<file path="src/include/wb_config.svh">
`ifndef WB_CONFIG_SVH
`define WB_CONFIG_SVH

// memory stage to write-back bus, fields listed in ws_latch
`define MS_TO_WS_BUS_WD 120

// cp0 register numbers, select 0 for all of them
`define CP0_BADVADDR    5'd8
`define CP0_COUNT       5'd9
`define CP0_COMPARE     5'd11
`define CP0_STATUS      5'd12
`define CP0_CAUSE       5'd13
`define CP0_EPC         5'd14
`define CP0_SEL_DEFAULT 3'd0

// general exception entry
`define EXC_VECTOR      32'hbfc00380

`endif

</file>
<file path="src/source/wb_pkg.sv">
package wb_pkg;

    // exception codes as recorded in Cause.ExcCode
    typedef enum logic [4:0] {
        exc_int  = 5'd0,
        exc_adel = 5'd4,
        exc_ades = 5'd5,
        exc_sys  = 5'd8,
        exc_bp   = 5'd9,
        exc_ri   = 5'd10,
        exc_ov   = 5'd12
    } exc_code_e;

    typedef struct packed {
        logic [15:0] rsvd_hi;   // reads as zero
        logic [7:0]  im;        // interrupt mask
        logic [5:0]  rsvd_lo;
        logic        exl;       // exception level
        logic        ie;        // global interrupt enable
    } status_t;

    typedef struct packed {
        logic        bd;        // last exception was in a delay slot
        logic        ti;        // timer interrupt
        logic [13:0] rsvd_hi;
        logic [7:0]  ip;        // pending interrupts, 1:0 are software
        logic        rsvd_mid;
        exc_code_e   exc_code;
        logic [1:0]  rsvd_lo;
    } cause_t;

    // mtc0 data word, seen as Status or Cause depending on cp0_rd
    typedef union packed {
        status_t     status;
        cause_t      cause;
        logic [31:0] raw;
    } cp0_wdata_u;

endpackage

</file>
<file path="src/source/ws_latch.sv">
`timescale 1ns/1ps
`include "wb_config.svh"

module ws_latch (
    input  logic                         clk,
    input  logic                         reset,
    input  logic                         ms_to_ws_valid,
    input  logic [`MS_TO_WS_BUS_WD-1:0]  ms_to_ws_bus,
    input  logic                         flush,
    output logic                         ws_allowin,
    output logic                         ws_valid,
    output logic                         ex,
    output wb_pkg::exc_code_e            exc_code,
    output logic                         bd,
    output logic                         eret,
    output logic                         mtc0,
    output logic                         mfc0,
    output logic [4:0]                   cp0_rd,
    output logic [2:0]                   cp0_sel,
    output logic                         gr_we,
    output logic [4:0]                   dest,
    output logic [31:0]                  result,
    output logic [31:0]                  badvaddr,
    output logic [31:0]                  pc
);
    import wb_pkg::*;

    logic [`MS_TO_WS_BUS_WD-1:0] ms_to_ws_bus_r;
    logic [4:0]                  exc_code_raw;

    assign ws_allowin = 1'b1;                       // write-back never stalls

    always_ff @(posedge clk) begin
        if (reset) begin
            ws_valid <= 1'b0;
        end else if (flush) begin
            ws_valid <= 1'b0;                       // drop the item offered with the flush
        end else if (ws_allowin) begin
            ws_valid <= ms_to_ws_valid;
        end
    end

    always_ff @(posedge clk) begin
        if (ms_to_ws_valid && ws_allowin) begin
            ms_to_ws_bus_r <= ms_to_ws_bus;
        end
    end

    assign {ex,              // 119
            exc_code_raw,    // 118:114
            bd,              // 113
            eret,            // 112
            mtc0,            // 111
            mfc0,            // 110
            cp0_rd,          // 109:105
            cp0_sel,         // 104:102
            gr_we,           // 101
            dest,            // 100:96
            result,          // 95:64
            badvaddr,        // 63:32
            pc               // 31:0
           } = ms_to_ws_bus_r;

    assign exc_code = exc_code_e'(exc_code_raw);

endmodule

</file>
<file path="src/source/cp0_regs.sv">
`timescale 1ns/1ps
`include "wb_config.svh"

module cp0_regs (
    input  logic              clk,
    input  logic              reset,
    input  logic              ws_valid,
    input  logic              ex,
    input  wb_pkg::exc_code_e exc_code,
    input  logic              bd,
    input  logic              eret,
    input  logic              mtc0,
    input  logic [4:0]        cp0_rd,
    input  logic [2:0]        cp0_sel,
    input  logic [31:0]       result,
    input  logic [31:0]       badvaddr,
    input  logic [31:0]       pc,
    input  logic [5:0]        ext_int,
    input  logic              timer_int,
    output logic [31:0]       rdata,
    output logic              rhit,
    output logic [31:0]       epc,
    output logic              int_pending
);
    import wb_pkg::*;

    status_t     status_r;
    cause_t      cause_r;
    cause_t      cause_rd;      // cause as software sees it
    logic [31:0] epc_r;
    logic [31:0] badvaddr_r;
    cp0_wdata_u  wdata;

    logic exc_commit;
    logic eret_commit;
    logic mtc0_commit;
    logic sel0;
    logic wr_status;
    logic wr_cause;
    logic wr_epc;

    assign exc_commit  = ws_valid && ex;
    assign eret_commit = ws_valid && eret && !ex;
    assign mtc0_commit = ws_valid && mtc0 && !ex;
    assign sel0        = (cp0_sel == `CP0_SEL_DEFAULT);

    assign wr_status = mtc0_commit && sel0 && (cp0_rd == `CP0_STATUS);
    assign wr_cause  = mtc0_commit && sel0 && (cp0_rd == `CP0_CAUSE);
    assign wr_epc    = mtc0_commit && sel0 && (cp0_rd == `CP0_EPC);

    assign wdata.raw = result;

    always_ff @(posedge clk) begin
        if (reset) begin
            status_r <= '0;
        end else if (exc_commit) begin
            status_r.exl <= 1'b1;
        end else if (eret_commit) begin
            status_r.exl <= 1'b0;
        end else if (wr_status) begin
            status_r.im  <= wdata.status.im;        // only im, exl and ie are writable
            status_r.exl <= wdata.status.exl;
            status_r.ie  <= wdata.status.ie;
        end
    end

    always_ff @(posedge clk) begin
        if (reset) begin
            cause_r <= '0;
        end else begin
            cause_r.ip[7:2] <= ext_int;             // hardware lines sampled every edge
            if (exc_commit) begin
                cause_r.bd       <= bd;
                cause_r.exc_code <= exc_code;
            end else if (wr_cause) begin
                cause_r.ip[1:0] <= wdata.cause.ip[1:0]; // software interrupts
            end
        end
    end

    always_ff @(posedge clk) begin
        if (exc_commit && !status_r.exl) begin
            epc_r <= bd ? pc - 32'd4 : pc;          // nested exception keeps old epc
        end else if (wr_epc) begin
            epc_r <= result;
        end
    end

    always_ff @(posedge clk) begin
        if (exc_commit && (exc_code == exc_adel || exc_code == exc_ades)) begin
            badvaddr_r <= badvaddr;
        end
    end

    // timer interrupt shows as TI and shares ip bit 7 with ext_int[5]
    always_comb begin
        cause_rd       = cause_r;
        cause_rd.ti    = timer_int;
        cause_rd.ip[7] = cause_r.ip[7] | timer_int;
    end

    always_comb begin
        rhit  = sel0;
        rdata = '0;
        case (cp0_rd)
            `CP0_STATUS:   rdata = status_r;
            `CP0_CAUSE:    rdata = cause_rd;
            `CP0_EPC:      rdata = epc_r;
            `CP0_BADVADDR: rdata = badvaddr_r;
            default:       rhit  = 1'b0;
        endcase
        if (!sel0) begin
            rdata = '0;
        end
    end

    assign epc         = epc_r;
    assign int_pending = status_r.ie && !status_r.exl && |(cause_rd.ip & status_r.im);

endmodule

</file>
<file path="src/source/cp0_timer.sv">
`timescale 1ns/1ps
`include "wb_config.svh"

module cp0_timer (
    input  logic        clk,
    input  logic        reset,
    input  logic        ws_valid,
    input  logic        mtc0,
    input  logic        ex,
    input  logic [4:0]  cp0_rd,
    input  logic [2:0]  cp0_sel,
    input  logic [31:0] result,
    output logic [31:0] rdata,
    output logic        rhit,
    output logic        timer_int
);

    logic [31:0] count;
    logic [31:0] compare;
    logic        tick;          // count advances every second edge
    logic        sel0;
    logic        wr_count;
    logic        wr_compare;

    assign sel0       = (cp0_sel == `CP0_SEL_DEFAULT);
    assign wr_count   = ws_valid && mtc0 && !ex && sel0 && (cp0_rd == `CP0_COUNT);
    assign wr_compare = ws_valid && mtc0 && !ex && sel0 && (cp0_rd == `CP0_COMPARE);

    always_ff @(posedge clk) begin
        if (reset) begin
            tick  <= 1'b0;
            count <= '0;
        end else begin
            tick <= ~tick;
            if (wr_count) begin
                count <= result;
            end else if (tick) begin
                count <= count + 32'd1;
            end
        end
    end

    always_ff @(posedge clk) begin
        if (reset) begin
            compare   <= '0;
            timer_int <= 1'b0;
        end else if (wr_compare) begin
            compare   <= result;
            timer_int <= 1'b0;                      // writing compare acknowledges
        end else if (count == compare) begin
            timer_int <= 1'b1;
        end
    end

    assign rhit  = sel0 && (cp0_rd == `CP0_COUNT || cp0_rd == `CP0_COMPARE);
    assign rdata = !rhit                  ? 32'd0 :
                   (cp0_rd == `CP0_COUNT) ? count : compare;

endmodule

</file>
<file path="src/source/wb_commit.sv">
`timescale 1ns/1ps
`include "wb_config.svh"

module wb_commit (
    input  logic        ws_valid,
    input  logic        ex,
    input  logic        eret,
    input  logic        mfc0,
    input  logic        gr_we,
    input  logic [4:0]  dest,
    input  logic [31:0] result,
    input  logic [31:0] regs_rdata,
    input  logic        regs_rhit,
    input  logic [31:0] timer_rdata,
    input  logic        timer_rhit,
    input  logic [31:0] epc,
    output logic        rf_we,
    output logic [4:0]  rf_waddr,
    output logic [31:0] rf_wdata,
    output logic [4:0]  wb_dest,
    output logic [31:0] wb_result,
    output logic        flush,
    output logic [31:0] flush_pc
);

    logic [31:0] cp0_rdata;
    logic [31:0] final_result;

    // unimplemented cp0 registers read as zero
    assign cp0_rdata = regs_rhit  ? regs_rdata  :
                       timer_rhit ? timer_rdata : 32'd0;

    assign final_result = mfc0 ? cp0_rdata : result;

    assign flush    = ws_valid && (ex || eret);
    assign flush_pc = (eret && !ex) ? epc : `EXC_VECTOR;  // exception wins over eret

    assign rf_we    = ws_valid && gr_we && !ex && !eret; // never writes on a flush
    assign rf_waddr = dest;
    assign rf_wdata = final_result;

    assign wb_dest   = dest & {5{ws_valid}};          // empty stage forwards nothing
    assign wb_result = final_result;

endmodule

</file>
<file path="src/source/wb_stage.sv">
`timescale 1ns/1ps
`include "wb_config.svh"

module wb_stage (
    input  logic                        clk,
    input  logic                        reset,
    input  logic                        ms_to_ws_valid,
    input  logic [`MS_TO_WS_BUS_WD-1:0] ms_to_ws_bus,
    input  logic [5:0]                  ext_int,
    output logic                        ws_allowin,
    output logic                        rf_we,
    output logic [4:0]                  rf_waddr,
    output logic [31:0]                 rf_wdata,
    output logic [4:0]                  wb_dest,
    output logic [31:0]                 wb_result,
    output logic                        flush,
    output logic [31:0]                 flush_pc,
    output logic                        int_pending
);
    import wb_pkg::*;

    logic        ws_valid;
    logic        ex;
    exc_code_e   exc_code;
    logic        bd;
    logic        eret;
    logic        mtc0;
    logic        mfc0;
    logic [4:0]  cp0_rd;
    logic [2:0]  cp0_sel;
    logic        gr_we;
    logic [4:0]  dest;
    logic [31:0] result;
    logic [31:0] badvaddr;
    logic [31:0] pc;

    logic [31:0] regs_rdata;
    logic        regs_rhit;
    logic [31:0] timer_rdata;
    logic        timer_rhit;
    logic        timer_int;
    logic [31:0] epc;

    ws_latch ws_latch_inst (
        .clk            (clk),
        .reset          (reset),
        .ms_to_ws_valid (ms_to_ws_valid),
        .ms_to_ws_bus   (ms_to_ws_bus),
        .flush          (flush),
        .ws_allowin     (ws_allowin),
        .ws_valid       (ws_valid),
        .ex             (ex),
        .exc_code       (exc_code),
        .bd             (bd),
        .eret           (eret),
        .mtc0           (mtc0),
        .mfc0           (mfc0),
        .cp0_rd         (cp0_rd),
        .cp0_sel        (cp0_sel),
        .gr_we          (gr_we),
        .dest           (dest),
        .result         (result),
        .badvaddr       (badvaddr),
        .pc             (pc)
    );

    cp0_regs cp0_regs_inst (
        .clk         (clk),
        .reset       (reset),
        .ws_valid    (ws_valid),
        .ex          (ex),
        .exc_code    (exc_code),
        .bd          (bd),
        .eret        (eret),
        .mtc0        (mtc0),
        .cp0_rd      (cp0_rd),
        .cp0_sel     (cp0_sel),
        .result      (result),
        .badvaddr    (badvaddr),
        .pc          (pc),
        .ext_int     (ext_int),
        .timer_int   (timer_int),
        .rdata       (regs_rdata),
        .rhit        (regs_rhit),
        .epc         (epc),
        .int_pending (int_pending)
    );

    cp0_timer cp0_timer_inst (
        .clk       (clk),
        .reset     (reset),
        .ws_valid  (ws_valid),
        .mtc0      (mtc0),
        .ex        (ex),
        .cp0_rd    (cp0_rd),
        .cp0_sel   (cp0_sel),
        .result    (result),
        .rdata     (timer_rdata),
        .rhit      (timer_rhit),
        .timer_int (timer_int)
    );

    wb_commit wb_commit_inst (
        .ws_valid    (ws_valid),
        .ex          (ex),
        .eret        (eret),
        .mfc0        (mfc0),
        .gr_we       (gr_we),
        .dest        (dest),
        .result      (result),
        .regs_rdata  (regs_rdata),
        .regs_rhit   (regs_rhit),
        .timer_rdata (timer_rdata),
        .timer_rhit  (timer_rhit),
        .epc         (epc),
        .rf_we       (rf_we),
        .rf_waddr    (rf_waddr),
        .rf_wdata    (rf_wdata),
        .wb_dest     (wb_dest),
        .wb_result   (wb_result),
        .flush       (flush),
        .flush_pc    (flush_pc)
    );

endmodule

</file>
<file path="config.mk">
export PLATFORM = sky130hd
export DESIGN_NAME = wb_stage
export DESIGN_NICKNAME = d
export VERILOG_FILES = /design/src/source/wb_pkg.sv /design/src/source/ws_latch.sv /design/src/source/cp0_regs.sv /design/src/source/cp0_timer.sv /design/src/source/wb_commit.sv /design/src/source/wb_stage.sv
export VERILOG_INCLUDE_DIRS = /design/src /design/src/include
export SDC_FILE = /design/constraint.sdc
export NUM_CORES = 1
export LEC_CHECK = 0
export ABC_AREA = 0
export BUFFER_PORTS_ARGS = -buffer_cell sky130_fd_sc_hd__buf_2
export CAP_MARGIN = 20
export CORE_MARGIN = 5
export CORE_UTILIZATION = 45
export DETAILED_ROUTE_END_ITERATION = 7
export GPL_ROUTABILITY_DRIVEN = 0
export GPL_TIMING_DRIVEN = 0
export PLACE_DENSITY = 0.66
export SLEW_MARGIN = 0
export SYNTH_ARGS = -nofsm -noshare
export SYNTH_HDL_FRONTEND = slang
export SYNTH_SLANG_ARGS = --single-unit
</file>
<file path="constraint.sdc">
create_clock -name clk -period 4.9 [get_ports clk]
set_input_delay 0.245 -clock clk [delete_from_list [all_inputs] [get_ports clk]]
set_output_delay 0.245 -clock clk [all_outputs]
set_load 0.02 [all_outputs]
</file>
==> run metrics <==
status=finished clean; Hold Crit Start=reset; # clock sinks=275; CP Capture Type=output port; top post-synthesis cells by area=edfxtp_1 (44%), dfxtp_1 (14%), xnor2_1 (4.4%); FF-to-FF End=cp0_regs_inst.epc[2]; CTS buffer count=29; Post-Syn Nets=1235; vias in the first global route=about 10000; crit path DAT=3.37 ns; Final Core Density=~60%; Clock power frac=a little under two fifths; Final setup viols=0; Worst Hold End=cp0_regs_inst.cause_r[15]; worst setup path class=flop to output port; initial antenna violation count=0; Syn Inst Count=1104; Post-Place Worst Slack=1.90 ns; Syn Std Cell Area=12700 sq um; crit-path max cell delay=0.68 ns; largest net degree at the start of global routing=67; Die Wd=178 um; minimum clock period=3.61 ns; Max Cap Violations=0; Logic pwr share=11.8%; first-pass detailed-route iteration total=5; Switch Pwr=1.35 mW; first-pass GRT wire length=~59 mm; Final HPWL DP=28.3 mm; worst hold-check path type=primary input to flop; WL/cell=20.8 um; global route total overflow=0; most frequent cells in the layout=buf_2 (246), edfxtp_1 (184), nand2_1 (128); Seq pwr share=50.2%; most common cell after layout, fill and taps aside=buf_2; PD cells=approximately 320 nW/um^2; Top Ports=about 240; top cell family by delay on the critical path=buffers and inverters; flops & latches, synth=275; Max Transition Viols Final=0; mean number of vias per cell=5.40; CTS HTree Levels=1; Final nets=1633; crit share post-route=73.8%; diodes inserted=0; crit path cell chain=clkbuf_1 > nor4b_2 > buf_2 > a22oi_1 > o221ai_1 > o21a_1 > buf_4 > buf_2; Layout area overhead=30.7%; Most used DFF post-synth=edfxtp_1; RSZ-0062 raised after global routing=no; CTS tree=done; register area share after synthesis=58.0%; Synth top area share=43.6%; Worst-Margin Slew=about 0.8 ns; crit path launch type=flop; number of buffers and inverters on the critical path=4; placed cells=1723; core footprint=27800 sq um; dominant cell type by area after synthesis=edfxtp_1; Max stage delay cell, worst path=nor4b_2; Placed Area=14400 sq um; Worst Path Max Fanout=10; setup ws final=1.29 ns; share of cells above drive strength 1=23.8%; Starting DRT DRC Count=921; hold depth=2; FP Rows=61; die height=178 um; internal power=around 4 mW; ys async rst share=0%; Die ar.=roughly 32000 sq um; Post-Syn Area per Cell=11.5 sq um; Total GRT Usage=24.3%; Post-synth EDFFs=184; I/O Buffers=between 200 and 250; Vias=10276; Layout Skew=about 0.011 ns; final count of hold timing violations=0; static leakage=slightly above 6 nW; Root Driver=clkbuf_16; Sw Ratio=25.2%; Worst-Skew Late Latency=0.55 ns; slew margin rel.=a little under half; Final Non-Filler Cells=1902; Total Routed Length=39.5 mm; FILL cells=around 2300; Reg-to-Reg Start=ws_latch_inst.ms_to_ws_bus_r[106]; Post-DRT Antenna Nets=0; most numerous cell on the critical path=buf_2; final non-filler cell area=16600 sq um; Clock Tree Buf Depth=3; Reg2Reg Depth=6; Clk pin slew, worst setup/hold paths=0.06 ns; Worst VDD drop=around 0.25 mV; Distinct cells, synth=59; reg2reg setup slack=1.98 ns; total power=5.37 mW; DRC viols=0; Synth Warn #=0; Initial Utilization=45.6%; Worst EP required=4.66 ns; fmax=277 MHz
metrics by stage:
stage,setup TNS [ns],hold WS [ns]
4_1_cts,0,0.147
2_1_floorplan,0,0.344
3_5_place_dp,0,0.405
6_report,0,0.141
5_1_grt,0,0.185
3_3_place_gp,-6.26,0.402
worst max-delay path by stage:
stage / depth (start not counted) / end / slack [ns] / from
2_1_floorplan: 4 / cp0_regs_inst.badvaddr_r[0] / 1.39 / ws_latch_inst.ms_to_ws_bus_r[119]
3_3_place_gp: 4 / cp0_regs_inst.badvaddr_r[29] / -0.20 / ws_latch_inst.ms_to_ws_bus_r[119]
4_1_cts: 8 / wb_result[21] / 1.30 / ws_latch_inst.ms_to_ws_bus_r[106]
3_5_place_dp: 8 / wb_result[21] / 1.90 / ws_latch_inst.ms_to_ws_bus_r[106]
5_1_grt: 9 / wb_result[21] / 1.05 / ws_latch_inst.ms_to_ws_bus_r[109]
6_report: 8 / wb_result[16] / 1.29 / ws_latch_inst.ms_to_ws_bus_r[106]
layout make-up:
type	count	area, sq um	area share [%]
plain buffers	113	593	3.58
clock buffers	34	744	4.50
clock inverters	19	129	0.778
inverters	4	15.0	0.0907
multi-input cells	712	4720	28.5
flip-flops and latches	275	7350	44.4
well taps	378	473	2.86
repair buffers	367	2540	15.3
metal layers:
layer / global-route usage (%) / share of wire, % / vias to the layer above
met5: 0 / 0 / -
met4: 7.09 / 2.8 / 0
met3: 3.64 / 8.0 / 67
met2: 40.6 / 48 / 440
met1: 33.0 / 41 / 4960
li1: - / - / 4809
flip-flops by register name (all words and copies together) (netlist names), 10 cells and up:
register                      count
ws_latch_inst.ms_to_ws_bus_r    120
cp0_regs_inst.badvaddr_r         32
cp0_regs_inst.epc                32
cp0_timer_inst.compare           32
cp0_timer_inst.count             32
cp0_regs_inst.cause_r            14
cp0_regs_inst.status_r           10
power by group through the flow:
stage          clock network (mW)  registers [mW]  logic (mW)
3_3_place_gp                    0            2.74       0.534
5_1_grt                      2.15            2.71       0.672
3_5_place_dp                    0            2.74       0.545
6_report                     2.04            2.70       0.632
4_1_cts                      2.06            2.69       0.625
2_1_floorplan                   0            2.70       0.321
worst reg2reg max path, stage by stage (launching register included):
cell      delay (ns)
edfxtp_1        0.41
clkbuf_1        0.42
nor4b_2         0.68
buf_2           0.36
nand2_1         0.07
nand2_1         0.42
buf_16          0.24
synth_stat cells, drive strengths merged, types with 16 or more instances:
| cell type | n |
|---|---|
| dfxtp | 91 |
| nor2 | 55 |
| clkbuf | 63 |
| a211oi | 32 |
| nand2 | 128 |
| o21ai | 36 |
| xor2 | 28 |
| o221ai | 28 |
| xnor2 | 63 |
| a22oi | 21 |
| buf | 50 |
| mux2i | 50 |
| and2 | 28 |
| a21oi | 46 |
| o21a | 29 |
| nor2b | 16 |
| nand4 | 27 |
| edfxtp | 184 |
timing repair:
action                                 4_1_cts  5_1_grt
endpoints found under the hold margin      126        0
hold buffers                               126        0
resized for setup                            0        0
setup buffers                                0        0
kinds of logic (layout without fill, tap and decap cells):
kind of cell               after synthesis  count (layout)  synth area share, %
and+or+nand+nor                        351             351                 14.8
DFF                                    275             275                 58.0
AOI/OAI and AO/OA                      214             214                 11.6
buffers and inverters                  117             537                 4.80
xor gates and xnor gates                91              91                 6.29
muxes                                   53              53                 4.22
adders and majority gates                2               2                0.197
other                                    1               1               0.0296
Power figures use the tool's default switching activity.
